$ cat src/design/i3c_standby_settings.svh
// Widths, addresses and reset values shared by the standby controller RTL and its testbench
`ifndef I3C_STANDBY_SETTINGS_SVH
`define I3C_STANDBY_SETTINGS_SVH

// I3C addressing
`define I3C_ADDR_W 7
`define I3C_BCAST_ADDR 7'h7E

// IBI queue word and descriptor length field
`define I3C_IBI_WORD_W 32
`define I3C_IBI_LEN_W 8

// Max write length after reset
`define I3C_MWL_RESET 16'h0100

// RSTACT defining byte values
`define I3C_RST_ACT_PERIPH 8'h01
`define I3C_RST_ACT_ESCALATE 8'h02

`endif

$ cat src/design/i3c_standby_pkg.sv
// Types for the standby controller, referenced by scoped name from every block and the testbench
package i3c_standby_pkg;

  // One bus event per cycle from the PHY
  typedef struct packed {
    logic       start;
    logic       stop;
    logic       byte_valid;
    logic [7:0] data;
  } bus_evt_t;

  typedef struct packed {
    logic [7:0] data;
    logic       last;
  } byte_stream_t;

  // Single-cycle CCC result pulses
  typedef struct packed {
    logic enec_int;
    logic disec_int;
    logic enec_hj;
    logic disec_hj;
    logic set_mwl;
    logic rst_act_valid;
  } ccc_evt_t;

  typedef enum logic [1:0] {
    OwnFsm,
    OwnCcc,
    OwnIbi
  } xfer_owner_e;

  typedef enum logic [7:0] {
    CccEnec   = 8'h00,
    CccDisec  = 8'h01,
    CccSetmwl = 8'h09,
    CccRstact = 8'h2A
  } ccc_code_e;

  typedef enum logic [1:0] {
    IbiIdle,
    IbiAddr,
    IbiData,
    IbiDone
  } ibi_state_e;

endpackage

$ cat src/design/frame_decoder.sv
// Frame tracker of the standby target, routes bus bytes to the write path, the CCC path or IBI
`timescale 1ns/1ps
`include "i3c_standby_settings.svh"

module frame_decoder (
  input  logic                          clk_i,
  input  logic                          rst_ni,
  input  i3c_standby_pkg::bus_evt_t     bus_evt_i,
  input  logic [`I3C_ADDR_W-1:0]        dyn_addr_i,
  input  logic                          ibi_en_i,
  input  logic                          ibi_pending_i,
  input  logic                          ibi_done_i,
  output logic                          ibi_start_o,
  output i3c_standby_pkg::byte_stream_t rx_byte_o,
  output logic                          rx_valid_o,
  output i3c_standby_pkg::ccc_code_e    ccc_code_o,
  output i3c_standby_pkg::byte_stream_t ccc_byte_o,
  output logic                          ccc_valid_o
);

  typedef enum logic [2:0] {
    FrIdle,
    FrAddr,
    FrCode,
    FrData,
    FrSkip
  } frame_state_e;

  frame_state_e                  fr_q;
  i3c_standby_pkg::xfer_owner_e  owner_q;
  logic                          hold_vld_q;
  logic [7:0]                    hold_q;
  i3c_standby_pkg::byte_stream_t out_q;
  logic                          out_rx_q;
  logic                          out_ccc_q;
  i3c_standby_pkg::ccc_code_e    code_q;

  logic bus_owned;
  logic frame_end;
  logic data_byte;
  logic release_byte;
  logic addr_bcast;
  logic addr_own;

  // A START in the same cycle wins over the IBI
  assign ibi_start_o = (owner_q == i3c_standby_pkg::OwnFsm) && (fr_q == FrIdle) &&
                       !bus_evt_i.start && ibi_en_i && ibi_pending_i;

  assign bus_owned    = (owner_q != i3c_standby_pkg::OwnIbi) && !ibi_start_o;
  assign frame_end    = bus_owned && (bus_evt_i.start || bus_evt_i.stop);
  assign data_byte    = bus_owned && bus_evt_i.byte_valid && (fr_q == FrData);
  assign release_byte = hold_vld_q && (frame_end || data_byte);

  // Write requests only, RnW must be 0
  assign addr_bcast = (bus_evt_i.data[7:1] == `I3C_BCAST_ADDR) && !bus_evt_i.data[0];
  assign addr_own   = (bus_evt_i.data[7:1] == dyn_addr_i) && !bus_evt_i.data[0];

  always_ff @(posedge clk_i or negedge rst_ni) begin
    if (!rst_ni) begin
      fr_q       <= FrIdle;
      owner_q    <= i3c_standby_pkg::OwnFsm;
      hold_vld_q <= 1'b0;
      out_rx_q   <= 1'b0;
      out_ccc_q  <= 1'b0;
    end else begin
      out_rx_q  <= release_byte && (owner_q == i3c_standby_pkg::OwnFsm);
      out_ccc_q <= release_byte && (owner_q == i3c_standby_pkg::OwnCcc);
      if (ibi_start_o) begin
        owner_q <= i3c_standby_pkg::OwnIbi;
      end else if (owner_q == i3c_standby_pkg::OwnIbi) begin
        if (ibi_done_i) owner_q <= i3c_standby_pkg::OwnFsm;
      end else if (bus_evt_i.start) begin
        fr_q       <= FrAddr;
        hold_vld_q <= 1'b0;
      end else if (bus_evt_i.stop) begin
        fr_q       <= FrIdle;
        owner_q    <= i3c_standby_pkg::OwnFsm;
        hold_vld_q <= 1'b0;
      end else if (bus_evt_i.byte_valid) begin
        case (fr_q)
          FrAddr: begin
            if (addr_bcast) begin
              owner_q <= i3c_standby_pkg::OwnCcc;
              fr_q    <= FrCode;
            end else begin
              owner_q <= i3c_standby_pkg::OwnFsm;
              fr_q    <= addr_own ? FrData : FrSkip;
            end
          end
          FrCode:  fr_q <= FrData;
          FrData:  hold_vld_q <= 1'b1;
          default: ;
        endcase
      end
    end
  end

  // Held byte goes out with last set when the frame ends behind it
  always_ff @(posedge clk_i) begin
    if (release_byte) begin
      out_q.data <= hold_q;
      out_q.last <= frame_end;
    end
    if (data_byte) hold_q <= bus_evt_i.data;
    if (bus_owned && bus_evt_i.byte_valid && (fr_q == FrCode)) begin
      code_q <= i3c_standby_pkg::ccc_code_e'(bus_evt_i.data);
    end
  end

  assign rx_byte_o   = out_q;
  assign rx_valid_o  = out_rx_q;
  assign ccc_byte_o  = out_q;
  assign ccc_valid_o = out_ccc_q;
  assign ccc_code_o  = code_q;

endmodule

$ cat src/design/ccc_decoder.sv
// Broadcast CCC decoder holding the event enables and max write length, fed by the frame decoder
`timescale 1ns/1ps
`include "i3c_standby_settings.svh"

module ccc_decoder (
  input  logic                          clk_i,
  input  logic                          rst_ni,
  input  i3c_standby_pkg::ccc_code_e    ccc_code_i,
  input  i3c_standby_pkg::byte_stream_t ccc_byte_i,
  input  logic                          ccc_valid_i,
  output i3c_standby_pkg::ccc_evt_t     ccc_evt_o,
  output logic                          ibi_en_o,
  output logic                          hj_en_o,
  output logic [15:0]                   mwl_o,
  output logic [7:0]                    rst_action_o
);

  // Event bits of the ENEC/DISEC defining byte
  localparam int IntBit = 0;
  localparam int HjBit  = 3;

  logic [1:0] cnt_q;
  logic [7:0] mwl_msb_q;
  logic       first_byte;

  assign first_byte = (cnt_q == 2'd0);

  always_ff @(posedge clk_i or negedge rst_ni) begin
    if (!rst_ni) begin
      cnt_q        <= 2'd0;
      ccc_evt_o    <= '0;
      ibi_en_o     <= 1'b1;
      hj_en_o      <= 1'b1;
      mwl_o        <= `I3C_MWL_RESET;
      rst_action_o <= 8'h00;
    end else begin
      ccc_evt_o <= '0;
      if (ccc_valid_i) begin
        if (ccc_byte_i.last) cnt_q <= 2'd0;
        else if (cnt_q != 2'd3) cnt_q <= cnt_q + 2'd1;
        case (ccc_code_i)
          i3c_standby_pkg::CccEnec: begin
            if (first_byte) begin
              if (ccc_byte_i.data[IntBit]) ibi_en_o <= 1'b1;
              if (ccc_byte_i.data[HjBit]) hj_en_o <= 1'b1;
              ccc_evt_o.enec_int <= ccc_byte_i.data[IntBit];
              ccc_evt_o.enec_hj  <= ccc_byte_i.data[HjBit];
            end
          end
          i3c_standby_pkg::CccDisec: begin
            if (first_byte) begin
              if (ccc_byte_i.data[IntBit]) ibi_en_o <= 1'b0;
              if (ccc_byte_i.data[HjBit]) hj_en_o <= 1'b0;
              ccc_evt_o.disec_int <= ccc_byte_i.data[IntBit];
              ccc_evt_o.disec_hj  <= ccc_byte_i.data[HjBit];
            end
          end
          i3c_standby_pkg::CccRstact: begin
            if (first_byte) begin
              rst_action_o            <= ccc_byte_i.data;
              ccc_evt_o.rst_act_valid <= 1'b1;
            end
          end
          // MSB arrives first, the second byte completes the command
          i3c_standby_pkg::CccSetmwl: begin
            if (cnt_q == 2'd1) begin
              mwl_o             <= {mwl_msb_q, ccc_byte_i.data};
              ccc_evt_o.set_mwl <= 1'b1;
            end
          end
          default: ;
        endcase
      end
    end
  end

  always_ff @(posedge clk_i) begin
    if (ccc_valid_i && (ccc_code_i == i3c_standby_pkg::CccSetmwl) && first_byte) begin
      mwl_msb_q <= ccc_byte_i.data;
    end
  end

endmodule

$ cat src/design/ibi_engine.sv
// IBI sender that turns queued descriptor and payload words into an address byte and payload bytes
`timescale 1ns/1ps
`include "i3c_standby_settings.svh"

module ibi_engine (
  input  logic                          clk_i,
  input  logic                          rst_ni,
  input  logic                          start_i,
  output logic                          done_o,
  input  logic [`I3C_ADDR_W-1:0]        ibi_addr_i,
  input  logic [`I3C_IBI_WORD_W-1:0]    ibi_word_i,
  input  logic                          ibi_valid_i,
  output logic                          ibi_ready_o,
  output i3c_standby_pkg::byte_stream_t tx_byte_o,
  output logic                          tx_valid_o,
  input  logic                          tx_ready_i
);

  localparam int BytesPerWord = `I3C_IBI_WORD_W / 8;
  localparam int CntW         = $clog2(BytesPerWord + 1);

  i3c_standby_pkg::ibi_state_e state_q;
  logic [`I3C_IBI_LEN_W-1:0]   rem_q;
  logic [`I3C_IBI_WORD_W-1:0]  sr_q;
  logic [CntW-1:0]             sr_cnt_q;
  logic                        pop;
  logic                        tx_fire;

  // Descriptor pops in the start cycle, payload words only into an empty shift register
  always_comb begin
    ibi_ready_o = 1'b0;
    tx_valid_o  = 1'b0;
    tx_byte_o   = '0;
    case (state_q)
      i3c_standby_pkg::IbiIdle: ibi_ready_o = start_i;
      i3c_standby_pkg::IbiAddr: begin
        tx_valid_o     = 1'b1;
        tx_byte_o.data = {ibi_addr_i, 1'b1};
        tx_byte_o.last = (rem_q == '0);
      end
      i3c_standby_pkg::IbiData: begin
        if (sr_cnt_q == '0) begin
          ibi_ready_o = 1'b1;
        end else begin
          tx_valid_o     = 1'b1;
          tx_byte_o.data = sr_q[7:0];
          tx_byte_o.last = (rem_q == 'd1);
        end
      end
      default: ;
    endcase
  end

  assign pop     = ibi_ready_o && ibi_valid_i;
  assign tx_fire = tx_valid_o && tx_ready_i;
  assign done_o  = (state_q == i3c_standby_pkg::IbiDone);

  always_ff @(posedge clk_i or negedge rst_ni) begin
    if (!rst_ni) begin
      state_q  <= i3c_standby_pkg::IbiIdle;
      sr_cnt_q <= '0;
    end else begin
      case (state_q)
        i3c_standby_pkg::IbiIdle: if (pop) state_q <= i3c_standby_pkg::IbiAddr;
        i3c_standby_pkg::IbiAddr: begin
          if (tx_fire) begin
            state_q <= (rem_q == '0) ? i3c_standby_pkg::IbiDone : i3c_standby_pkg::IbiData;
          end
        end
        i3c_standby_pkg::IbiData: begin
          if (pop) begin
            sr_cnt_q <= CntW'(BytesPerWord);
          end else if (tx_fire) begin
            sr_cnt_q <= sr_cnt_q - 1'b1;
            // Unused bytes of the final word are dropped
            if (rem_q == 'd1) begin
              state_q  <= i3c_standby_pkg::IbiDone;
              sr_cnt_q <= '0;
            end
          end
        end
        default: state_q <= i3c_standby_pkg::IbiIdle;
      endcase
    end
  end

  always_ff @(posedge clk_i) begin
    if (pop && (state_q == i3c_standby_pkg::IbiIdle)) rem_q <= ibi_word_i[`I3C_IBI_LEN_W-1:0];
    if (pop && (state_q == i3c_standby_pkg::IbiData)) sr_q <= ibi_word_i;
    if (tx_fire && (state_q == i3c_standby_pkg::IbiData)) begin
      rem_q <= rem_q - 1'b1;
      sr_q  <= sr_q >> 8;
    end
  end

endmodule

$ cat src/design/reset_action.sv
// Peripheral and escalated reset requests from RSTACT commands and target reset patterns
`timescale 1ns/1ps
`include "i3c_standby_settings.svh"

module reset_action (
  input  logic       clk_i,
  input  logic       rst_ni,
  input  logic [7:0] rst_action_i,
  input  logic       rst_act_valid_i,
  input  logic       reset_pattern_i,
  input  logic       peripheral_reset_done_i,
  output logic       peripheral_reset_o,
  output logic       escalated_reset_o
);

  logic pattern_seen_q;
  logic periph_set;
  logic escal_set;

  // Second pattern escalates
  assign periph_set = (rst_act_valid_i && (rst_action_i == `I3C_RST_ACT_PERIPH)) ||
                      (reset_pattern_i && !pattern_seen_q);
  assign escal_set  = (rst_act_valid_i && (rst_action_i == `I3C_RST_ACT_ESCALATE)) ||
                      (reset_pattern_i && pattern_seen_q);

  always_ff @(posedge clk_i or negedge rst_ni) begin
    if (!rst_ni) begin
      pattern_seen_q     <= 1'b0;
      peripheral_reset_o <= 1'b0;
      escalated_reset_o  <= 1'b0;
    end else begin
      if (reset_pattern_i) pattern_seen_q <= 1'b1;
      if (periph_set) peripheral_reset_o <= 1'b1;
      if (peripheral_reset_done_i) peripheral_reset_o <= 1'b0;
      if (escal_set) escalated_reset_o <= 1'b1;
    end
  end

endmodule

$ cat src/design/i3c_standby_ctrl.sv
// Top level of the I3C target standby controller, connects frame, CCC, IBI and reset blocks
`timescale 1ns/1ps
`include "i3c_standby_settings.svh"

module i3c_standby_ctrl (
  input  logic                          clk_i,
  input  logic                          rst_ni,
  input  i3c_standby_pkg::bus_evt_t     bus_evt_i,
  input  logic                          target_reset_pattern_i,
  input  logic [`I3C_ADDR_W-1:0]        dyn_addr_i,
  input  logic [`I3C_ADDR_W-1:0]        ibi_addr_i,
  input  logic [`I3C_IBI_WORD_W-1:0]    ibi_word_i,
  input  logic                          ibi_valid_i,
  output logic                          ibi_ready_o,
  output i3c_standby_pkg::byte_stream_t tx_byte_o,
  output logic                          tx_valid_o,
  input  logic                          tx_ready_i,
  output i3c_standby_pkg::byte_stream_t rx_byte_o,
  output logic                          rx_valid_o,
  output i3c_standby_pkg::ccc_evt_t     ccc_evt_o,
  output logic                          ibi_en_o,
  output logic                          hj_en_o,
  output logic [15:0]                   mwl_o,
  output logic [7:0]                    rst_action_o,
  input  logic                          peripheral_reset_done_i,
  output logic                          peripheral_reset_o,
  output logic                          escalated_reset_o
);

  i3c_standby_pkg::ccc_code_e    ccc_code;
  i3c_standby_pkg::byte_stream_t ccc_byte;
  logic                          ccc_valid;
  logic                          ibi_start;
  logic                          ibi_done;

  // A queued word means an IBI is pending
  frame_decoder u_frame_decoder (
    .clk_i,
    .rst_ni,
    .bus_evt_i,
    .dyn_addr_i,
    .ibi_en_i      (ibi_en_o),
    .ibi_pending_i (ibi_valid_i),
    .ibi_done_i    (ibi_done),
    .ibi_start_o   (ibi_start),
    .rx_byte_o,
    .rx_valid_o,
    .ccc_code_o    (ccc_code),
    .ccc_byte_o    (ccc_byte),
    .ccc_valid_o   (ccc_valid)
  );

  ccc_decoder u_ccc_decoder (
    .clk_i,
    .rst_ni,
    .ccc_code_i  (ccc_code),
    .ccc_byte_i  (ccc_byte),
    .ccc_valid_i (ccc_valid),
    .ccc_evt_o,
    .ibi_en_o,
    .hj_en_o,
    .mwl_o,
    .rst_action_o
  );

  ibi_engine u_ibi_engine (
    .clk_i,
    .rst_ni,
    .start_i (ibi_start),
    .done_o  (ibi_done),
    .ibi_addr_i,
    .ibi_word_i,
    .ibi_valid_i,
    .ibi_ready_o,
    .tx_byte_o,
    .tx_valid_o,
    .tx_ready_i
  );

  reset_action u_reset_action (
    .clk_i,
    .rst_ni,
    .rst_action_i            (rst_action_o),
    .rst_act_valid_i         (ccc_evt_o.rst_act_valid),
    .reset_pattern_i         (target_reset_pattern_i),
    .peripheral_reset_done_i,
    .peripheral_reset_o,
    .escalated_reset_o
  );

endmodule

$ cat config.mk
export PLATFORM = sky130hd
export DESIGN_NAME = i3c_standby_ctrl
export DESIGN_NICKNAME = d
export VERILOG_FILES = /design/src/design/i3c_standby_pkg.sv /design/src/design/frame_decoder.sv /design/src/design/ccc_decoder.sv /design/src/design/ibi_engine.sv /design/src/design/reset_action.sv /design/src/design/i3c_standby_ctrl.sv
export VERILOG_INCLUDE_DIRS = /design/src /design/src/design
export SDC_FILE = /design/constraint.sdc
export NUM_CORES = 1
export LEC_CHECK = 0
export BUFFER_PORTS_ARGS = -buffer_cell sky130_fd_sc_hd__buf_2
export CAP_MARGIN = 20
export CORE_MARGIN = 2
export CORE_UTILIZATION = 55
export CTS_CLUSTER_SIZE = 16
export DETAILED_ROUTE_END_ITERATION = 8
export MAX_ROUTING_LAYER = met4
export PLACE_DENSITY = 0.84
export SLEW_MARGIN = 20
export SYNTH_ARGS = -nofsm -noshare
export SYNTH_HDL_FRONTEND = slang
export SYNTH_SLANG_ARGS = --single-unit
$ cat constraint.sdc
create_clock -name clk_i -period 4.1 [get_ports clk_i]
set_input_delay 0.205 -clock clk_i [delete_from_list [all_inputs] [get_ports clk_i]]
set_output_delay 0.205 -clock clk_i [all_outputs]
set_load 0.01 [all_outputs]
* After elaboration in Yosys (flattened, before gate mapping) *
Cells that the tools add are included.
W data, S select, Z words.

storage, ports and cells
  input bits = 63
  logic and storage cells = 190
  flip-flop bits (word level) = 123
  output and inout bits = 55

cells by class
  reduce and logical (&&, ||, !) cells = 61
  $add $sub $neg = 3
  multiplexer cells = 63
  equality and inequality tests = 32
  bitwise logic cells = 2

operators with widths
  kind                   number
  $mux W24               2
  $mux W1                28
  $mux W2                14
  $logic_and A1 B1 Y1    25
  $eq A8 B1 Y1 const B   3
  $mux W3                8
  $pmux W9 S2            1
  $logic_not A8 Y1       2
  $mux W8                2
  $ne A2 B2 Y1 const B   7
  $ne A2 B1 Y1 const B   6
  $reduce_and A4 Y1      3
  $reduce_and A6 Y1      2
  $reduce_bool A2 Y1     6
  $reduce_bool A4 Y1     3
  $mux W9                1
  $eq A8 B2 Y1 const B   1
  $eq A8 B4 Y1 const B   1
  $eq A8 B6 Y1 const B   1
  $pmux W1 S2            4
  $sub A8 B1 Y8 const B  1
  $eq A7 B7 Y1           1
  $eq A7 B7 Y1 const B   1
  $eq A2 B1 Y1 const B   3
  other kinds (19)       35

* Depth between registers and ports, before layout *
Gate-level depths: netlist (run 1).

  depth in word-level cells = 12
  mapped depth = 9
  mapped depth without buffers = 7

* Modules after synthesis *
A second synthesis (run 1) with hierarchy kept.

unflattened totals
  cells, all modules = 460
  area total of the unflattened synthesis = 5554.1 µm²

modules (own cells, without submodules)
  module         cells an instance  sequential area each (µm²)  times used  area each (µm²)
  ibi_engine     245                1246.2                      1           2306.0
  ccc_decoder    103                1094.8                      1           1676.6
  frame_decoder  98                 950.9                       1           1425.1
  reset_action   14                 75.1                        1           146.4

* Least setup slack after synthesis (run 1) *
OpenSTA, ideal clock, no wires.

  kind = register to register
  from = register u_ccc_decoder.ibi_en_o
  to = register u_ibi_engine.sr_q[0], enable pin
  period minus slack after synthesis = 2352 ps
  buffers on the path = 1
  library setup time = 363 ps
  arrival time = 1990 ps
  slack = 1748 ps
  stages on the path, launching flop included = 6
  data required time = 3737 ps
  cell sequence = dfstp_2 -> or4b_4 -> or2_4 -> o22ai_4 -> buf_6 -> or2_2

on the way
  cells in the longest elaborated chain, start to end = 6

RTL lines
  item                              line                 text
  start: declaration                ccc_decoder.sv:12    output logic ibi_en_o,
  start signal: assignment          ccc_decoder.sv:32    ibi_en_o <= 1'b1;
  start signal: assignment          ccc_decoder.sv:44    if (ccc_byte_i.data[IntBit]) ibi_en_o <= 1'b1;
  start signal: assignment          ccc_decoder.sv:52    if (ccc_byte_i.data[IntBit]) ibi_en_o <= 1'b0;
  $logic_and A1 B1 Y1 (2 in a row)  frame_decoder.sv:47  !bus_evt_i.start && ibi_en_i && ibi_pending_i;
  $pmux W1 S2                       ibi_engine.sv:34     case (state_q)
  $logic_and A1 B1 Y1               ibi_engine.sv:54     assign pop = ibi_ready_o && ibi_valid_i;
  $logic_and A1 B1 Y1               ibi_engine.sv:89     if (pop && (state_q == i3c_standby_pkg::IbiData)) sr_q <= ibi_word_i;
  $reduce_bool A2 Y1 (no line)      -
  end signal: assignment            ibi_engine.sv:89
  end signal: assignment            ibi_engine.sv:92     sr_q <= sr_q >> 8;
  end: declaration                  ibi_engine.sv:24     logic [`I3C_IBI_WORD_W-1:0] sr_q;

No other way between the ends.
A chain may end at the register's enable or synchronous reset.

* Final worst setup path (run 1) *
  from = register u_ibi_engine.state_q[1]
  to = register u_ibi_engine.rem_q[1], enable pin

on the way
  cells in the longest elaborated chain, start to end = 5
  elaborated cells between the ends (all ways) = 10
  those cells by class = eq/ne (2); mux (2); reduce/logical (6)

RTL lines
  item                                        line                                text
  start: declaration                          ibi_engine.sv:22                    i3c_standby_pkg::ibi_state_e state_q;
  start signal: assignment                    ibi_engine.sv:60                    state_q <= i3c_standby_pkg::IbiIdle;
  start signal: assignment                    ibi_engine.sv:64                    i3c_standby_pkg::IbiIdle: if (pop) state_q <= i3c_standby_pkg::IbiAddr;
  start signal: assignment                    ibi_engine.sv:67                    state_q <= (rem_q == '0) ? i3c_standby_pkg::IbiDone : i3c_standby_pkg::IbiData;
  $eq A2 B2 Y1, or another cell as far along  ibi_engine.sv:34, ibi_engine.sv:90
  $pmux W1 S2                                 ibi_engine.sv:34
  $logic_and A1 B1 Y1 (on tied branches)      ibi_engine.sv:55, ibi_engine.sv:54
  $logic_and A1 B1 Y1 (on tied branches)      ibi_engine.sv:90, ibi_engine.sv:88
  $reduce_bool A2 Y1 (no line) *              -
  end signal: assignment                      ibi_engine.sv:88                    if (pop && (state_q == i3c_standby_pkg::IbiIdle)) rem_q <= ibi_word_i[`I3C_IBI_LEN_W-1:0];
  end signal: assignment                      ibi_engine.sv:91                    rem_q <= rem_q - 1'b1;
  end: declaration                            ibi_engine.sv:23                    logic [`I3C_IBI_LEN_W-1:0] rem_q;

Mark *: on every way between the ends. The rest lies on a longest branch, timed or not.

==> summary.txt, run 1 <==
Root buffer cell -> clkbuf_8
Initial Utilization -> 57.3%
Iteration-0 DRC Markers -> 380
Layout cell share with drive strength beyond 1 -> 32.2%
H-Tree Depth -> 4
Pleak -> 3.14 nW
CP Buf/Inv Count -> 1
Global-route wire length before repair -> 20.7 mm
Final slew viol count -> 0
Status -> finished, final reports clean
Crit-path max FO -> 34
Final worst slack -> 1.20 ns
Yosys warnings -> 0
Slowest cell on crit path -> or3_1
Row count -> 35
Placer Congestion -> 0.872
Worst slew pin tran -> 1.01 ns
Post-Route WL -> 13.3 mm
Vias/cell -> 5.51
CTS max path bufs -> 2
Synthesized flop and latch total -> 123
Number of I/O port buffers -> 117
Crit path required time -> 4.24 ns
Post-synth EDFFs -> 65
Largest net degree at the start of global routing -> 51
DR DRC count -> 0
Post-synthesis cell area -> 5350 um2
CP max stage delay -> 0.83 ns
Worst Setup Path Type -> reg2reg
Layout area overhead -> 30.2%
Pwr Total -> 2.75 mW
Critical path's top delay family -> simple AND/OR/NAND/NOR gates
Seq/Total Area, Yosys -> 63.0%
Num CTS Buffers -> 17
Initial antenna violation count -> 0
WP data arrival -> 3.04 ns
DRT antenna net count -> 0
FFs w/ async S/R, synth -> 40.7%
Vias -> 4077
Ports -> 118
Gr usage total -> 27.4%
DIE AREA -> 10500 um2
Clk sinks -> 123
Cell variety after synth -> 58
Final hold violations -> 0
Cts hold-fix bufs -> 39
Crit path time final -> 2.90 ns
Post-Syn Instances -> 435
Setup Skew -> 0.0120 ns
DRT Pass-1 Iters -> 5
Ant diodes -> 0
Syn_nets -> 510
NumNets Final -> 673
Relative slew slack -> 32.5%
Final setup fails -> 0
Vias in the first global route -> 4196
Crit-path cells -> inv_1, ha_1, nor2_1, or3_1, nand2_1
Die Wd -> 103 um
Critical path endpoint category -> flip-flop
Power per cell area -> 395 nW/um2
# Post-CTS Setup Buffers -> 0
Syn Area/Cell -> 12.3 um2
Max-cap violations -> 0
Worst min path class -> in2reg
CTS tree -> built
RSZ-0062 raised after global routing -> no
Main synth FF type -> edfxtp_1
Die Span Y -> 103 um
CTS-repair resized insts -> 0
Clk Latency, worst-skew pair -> 0.53 ns
Core ar. -> 9330 um2
Period Utilization, post-route -> 70.7%
Maximum clock rate -> 345 MHz
Worst vdd ir -> 0.282 mV
Fin Setup TNS -> 0 ns
WL/cell -> 18.0 um
DP HPWL -> 7.80 mm
Gr ovfl total -> 0
CP startpoint kind -> flip-flop
Worst-path clk slew -> 0.06 ns
Worst slack, placed -> 1.27 ns
WHS -> 0.0223 ns
worst reg2reg max path: stages, from the launching register on:
cell and delay (ns):
dfrtp_1 0.43, inv_1 0.10, ha_1 0.37, nor2_1 0.30
or3_1 0.83, nand2_1 0.49
power by group:
part           internal, mW  switching (mW)
combinational        0.0624          0.0541
sequential             1.30         0.00559
clock                 0.750           0.573
total                  2.12           0.632
routing by layer:
metal  part of all wire (%)  vias up  track usage, %
li1                       -     1879               -
met1                     39     1929            31.8
met2                     50      234            45.0
met3                    7.5       35            7.59
met4                    3.0        0            11.6
met5                      0        -               -
synth_stat cells (3+ instances only):
cell / count / share of area, %
nand2_1: 85 / 6.0
edfxtp_1: 65 / 36
dfrtp_1: 47 / 22
mux2_2: 25 / 5.3
nor2_1: 20 / 1.4
inv_1: 17 / 1.2
ha_1: 12 / 2.8
o21ai_0: 12 / 1.1
nor2b_1: 10 / 1.2
clkbuf_1: 9 / 0.63
mux2i_1: 9 / 1.7
xor2_1: 9 / 1.5
a21oi_1: 8 / 0.75
dfxtp_1: 8 / 3.0
nor2_2: 8 / 0.94
a22oi_1: 7 / 0.98
nand3_1: 6 / 0.56
and3_1: 5 / 0.58
nor3_1: 5 / 0.47
nand4_1: 4 / 0.47
nor4_1: 4 / 0.47
xnor2_1: 4 / 0.66
and2_1: 3 / 0.35
dfstp_2: 3 / 1.5
nand2b_1: 3 / 0.35
nor4b_1: 3 / 0.49
o22ai_1: 3 / 0.35
state kept, by name, summed over array words and instances (netlist names):
signal,cells
u_ibi_engine.sr_cnt_q,3
u_frame_decoder.rx_valid_o,1
u_ibi_engine.sr_q,32
u_frame_decoder.owner_q,2
u_frame_decoder.ccc_byte_o,9
u_reset_action.escalated_reset_o,1
u_frame_decoder.hold_q,8
u_ibi_engine.rem_q,8
u_ibi_engine.state_q,2
u_ccc_decoder.mwl_o,16
u_frame_decoder.ccc_code_o,8
u_ccc_decoder.cnt_q,2
u_ccc_decoder.ccc_evt_o,6
u_frame_decoder.fr_q,3
u_frame_decoder.hold_vld_q,1
u_ccc_decoder.ibi_en_o,1
u_ccc_decoder.mwl_msb_q,8
u_reset_action.peripheral_reset_o,1
u_reset_action.pattern_seen_q,1
u_frame_decoder.ccc_valid_o,1
u_ccc_decoder.rst_action_o,8
u_ccc_decoder.hj_en_o,1
cell type report:
type | instances | area [um2]
flip-flops and latches | 123 | 3370
fillers | 557 | 2360
multi-input cells | 282 | 1860
repair buffers | 157 | 986
clock buffers | 17 | 414
well taps | 129 | 161
clock inverters | 15 | 111
inverters | 17 | 63.8
through the flow:
step / instance area, um2 / std cells / utilization (%)
4_1_cts: 6960 / 740 / 74.7
3_5_place_dp: 6050 / 669 / 64.8
2_1_floorplan: 5350 / 435 / -
6_report: 6960 / 740 / 74.7
3_3_place_gp: 6050 / 669 / 64.8
5_1_grt: 6960 / 740 / 74.7
worst paths after layout:
path                                                    end  slack (ns)  depth (start not counted)                       from
setup / recovery                      u_ibi_engine.rem_q[1]        1.20                          5    u_ibi_engine.state_q[1]
hold / removal                         u_ibi_engine.sr_q[0]        0.02                          3              ibi_word_i[0]
setup reg to reg                      u_ibi_engine.rem_q[1]        1.20                          5    u_ibi_engine.state_q[1]
min in group asynchronous        u_frame_decoder.owner_q[0]        0.26                          2                     rst_ni
max in group asynchronous  u_reset_action.escalated_reset_o        3.40                          2                     rst_ni
hold reg to reg               u_frame_decoder.ccc_byte_o[3]        0.42                          0  u_frame_decoder.hold_q[2]
placed cells by master, fill, tap and decap left out, types with 10 or more instances in the layout:
| cell | n |
|---|---|
| buf_2 | 116 |
| clkbuf_16 | 16 |
| dfrtp_1 | 47 |
| dlygate4sd3_1 | 39 |
| edfxtp_1 | 65 |
| ha_1 | 12 |
| inv_1 | 17 |
| mux2_2 | 25 |
| nand2_1 | 85 |
| nor2_1 | 20 |
| nor2b_1 | 10 |
| o21ai_0 | 12 |
cell families (layout without fill, tap and decap cells):
group / count (synthesis) / count (layout) / share of synthesized area, %
AND/OR/NAND/NOR: 173 / 173 / 16.1
AO/OA/AOI/OAI: 48 / 48 / 6.25
flip-flops: 123 / 123 / 63.0
multiplexers: 36 / 36 / 7.37
XOR/XNOR: 13 / 13 / 2.13
adder cells (fa/ha/maj): 12 / 12 / 2.81
buffers and inverters: 30 / 206 / 2.36
Note: power is estimated with default switching activity, not from simulation.
==> run 2: changes to the inputs <==
--- a/config.mk
+++ b/config.mk
@@ -9,11 +9,11 @@
 export BUFFER_PORTS_ARGS = -buffer_cell sky130_fd_sc_hd__buf_2
 export CAP_MARGIN = 20
 export CORE_MARGIN = 2
-export CORE_UTILIZATION = 55
+export CORE_UTILIZATION = 49
 export CTS_CLUSTER_SIZE = 16
 export DETAILED_ROUTE_END_ITERATION = 8
 export MAX_ROUTING_LAYER = met4
-export PLACE_DENSITY = 0.84
+export PLACE_DENSITY = 0.79
 export SLEW_MARGIN = 20
 export SYNTH_ARGS = -nofsm -noshare
 export SYNTH_HDL_FRONTEND = slang
==> constraint.sdc (replaced) <==
create_clock -name clk_i -period 2.6 [get_ports clk_i]
set_input_delay 0.13 -clock clk_i [delete_from_list [all_inputs] [get_ports clk_i]]
set_output_delay 0.13 -clock clk_i [all_outputs]
set_load 0.01 [all_outputs]
==> summary.txt, run 2 (synthesized netlist as in run 1, its figures left out) <==
Status -> finished, final reports clean
H-Tree Depth -> 4 (unchanged)
CP startpoint -> u_frame_decoder.owner_q[0]
Worst min path class -> in2reg
Num CTS Buffers -> 17 (unchanged)
Die Span Y -> 108 um (+5.7%)
Initial Utilization -> 49.8% (-7.6 points)
Leading cell type in the layout, fill and taps excluded -> buf_2
Clk sinks -> 123 (unchanged)
Iteration-0 DRC Markers -> 346 (-8.9%)
Final setup fails -> 0 (unchanged)
DR DRC count -> 0 (unchanged)
Relative slew slack -> 51.0% (+18 points)
P_sw -> 995 uW (+57%)
CTS-repair resized insts -> 0 (unchanged)
Highest routed layer -> met4
Gr usage total -> 23.2% (-4.2 points)
Register share of total power -> 45.2% (-2.4 points)
Worst vdd ir -> 0.411 mV (+45%)
Gr ovfl total -> 0 (unchanged)
Crit path required time -> 2.47 ns (-1.77 ns)
Die Wd -> 108 um (+5.7%)
Worst slew pin tran -> 0.732 ns (-0.279 ns)
Clock power share -> 50.7% (+2.6 points)
Crit-path cells -> or4b_4, or2_4, o22ai_1, buf_2
M1 WL -> 5.28 mm (+0.76%)
DP HPWL -> 8.33 mm (+6.9%)
Worst-path clk slew -> 0.06 ns (about the same)
Vias/cell -> 5.29 (-4.0%)
Crit path to -> ibi_ready_o
Initial antenna violation count -> 0 (unchanged)
CP max stage delay -> 0.58 ns (-0.25 ns)
Critical path endpoint category -> output pin
CTS max path bufs -> 2 (unchanged)
Global-route wire length before repair -> 19.9 mm (-3.9%)
Crit path time final -> 2.41 ns
Largest net degree at the start of global routing -> 27 (-47%)
Root buffer cell -> clkbuf_8
Slowest cell on crit path -> or4b_4
Row count -> 38 (+8.6%)
Pwr Total -> 4.57 mW (+66%)
CP startpoint kind -> flip-flop
Wire length on met3 -> 693 um (-30%)
RSZ-0062 raised after global routing -> no
DRT antenna net count -> 0 (unchanged)
Core ar. -> 10700 um2 (+15%)
FF-to-FF path depth -> 5 (unchanged)
Worst Setup Path Type -> reg2out
Switch share -> 21.8% (-1.2 points)
Fill count -> 772 (+39%)
Fin Setup TNS -> 0 ns (unchanged)
Final slew viol count -> 0 (unchanged)
Post-Route WL -> 12.7 mm (-4.8%)
Met2 wire len -> 6.48 mm (-3.3%)
Maximum clock rate -> 415 MHz
WL/cell -> 16.5 um (-8.2%)
Setup Skew -> 0.00667 ns (-0.00536 ns)
Power per cell area -> 635 nW/um2 (+61%)
Most frequent cells in the layout -> buf_2 (117), nand2_1 (85), edfxtp_1 (65), dfrtp_1 (47), dlygate4sd3_1 (45)
Largest reg by FF count -> u_ibi_engine.sr_q
Ant diodes -> 0 (unchanged)
Layout cell share with drive strength beyond 1 -> 33.0% (+0.72 points)
Number of I/O port buffers -> 117 (unchanged)
Clk Latency, worst-skew pair -> 0.52 ns (about the same)
Max FFs per register -> 32 (unchanged)
Comb power frac -> 4.1% (about the same)
Max-cap violations -> 0 (unchanged)
CTS tree -> built
Layout area overhead -> 34.5%
Vias -> 4062 (-0.37%)
R2r setup slk -> 0.27 ns (-0.93 ns)
NumNets Final -> 690 (+2.5%)
Pint -> 3.57 mW (+69%)
Placer Congestion -> 0.833 (-4.5%)
Period Utilization, post-route -> 92.6%
Pleak -> 3.25 nW (+3.4%)
Crit-path max FO -> 7 (-79%)
Ports -> 118 (unchanged)
Final hold violations -> 0 (unchanged)
RR Startpoint -> u_frame_decoder.owner_q[0]
DRT Pass-1 Iters -> 5 (unchanged)
DIE AREA -> 11800 um2 (+12%)
RR Endpoint -> u_ibi_engine.rem_q[5]
WP data arrival -> 2.28 ns (-0.76 ns)
Vias in the first global route -> 4084 (-2.7%)
-- run 2: changes by cell type in the layout (fill, tap and decap cells not counted) --
cell           previous run  this run
buf_4                     2        11
dlygate4sd3_1            39        45
clkinv_2                  4         0
bufinv_16                 0         2
buf_12                    0         1
buf_2                   116       117
clkbuf_1                  0         1
clkbuf_8                  1         2
clkinv_4                  4         3
clkinvlp_4                0         1
inv_4                     2         1
inv_8                     0         1
-- run 2: power groups by stage --
stage | clock network (mW) | logic [mW] | registers, mW
after floorplan | 0 | 0.0451 | 2.10
after global placement | 0 | 0.127 | 2.10
after detailed placement | 0 | 0.133 | 2.10
after CTS | 2.34 | 0.185 | 2.06
after global routing | 2.43 | 0.207 | 2.06
final | 2.32 | 0.189 | 2.06
-- run 2: area by class of cell --
type	count	area [um2]	share of cell area [%]
well taps	140	175	2.44
inverters	17	63.8	0.887
flip-flops and latches	123	3370	46.8
clock buffers	19	432	6.00
multi-input cells	282	1860	25.9
clock inverters	13	155	2.16
repair buffers	174	1140	15.8
-- run 2: how the worst min path moves through the flow --
stage,endpoint,slack [ns],from,depth (start not counted)
after global placement,u_frame_decoder.fr_q[2],0.11,rst_ni,1
final,u_ibi_engine.sr_cnt_q[1],0.05,ibi_valid_i,3
after CTS,u_frame_decoder.fr_q[1],0.03,bus_evt_i[9],3
after detailed placement,u_frame_decoder.fr_q[2],0.11,rst_ni,1
after floorplan,u_ccc_decoder.ccc_evt_o[0],-0.17,rst_ni,0
after global routing,u_ibi_engine.sr_cnt_q[1],0.05,ibi_valid_i,3
-- run 2: metal layers --
metal | vias to the layer above | GRT usage, %
met5 | - | -
met4 | 0 | 7.88
met3 | 24 | 5.85
met2 | 161 | 38.0
met1 | 1963 | 28.2
li1 | 1914 | -
-- run 2: critical path, delay by kind of cell (launching register included) --
family / cells / cell delay, ns
simple gates: 2 / 0.88
compound gates: 1 / 0.24
flops: 1 / 0.44
buf+inv: 1 / 0.20
-- run 2: per-stage QoR --
step / instance area [um2] / utilization (%) / hold WS (ns) / std cells / setup slack [ns]
2_1_floorplan: 5350 / - / -0.166 / 435 / 0.248
5_1_grt: 7190 / 66.9 / 0.0524 / 768 / 0.0812
6_report: 7190 / 66.9 / 0.0524 / 768 / 0.192
3_3_place_gp: 6150 / 57.3 / 0.107 / 691 / 0.410
4_1_cts: 7190 / 66.9 / 0.0338 / 768 / 0.189
3_5_place_dp: 6150 / 57.3 / 0.108 / 691 / 0.343
-- run 2: what timing repair did --
action                                 in CTS  in global routing
hold buffers                               45                  0
setup buffers                               0                  0
endpoints found under the hold margin     100                  0
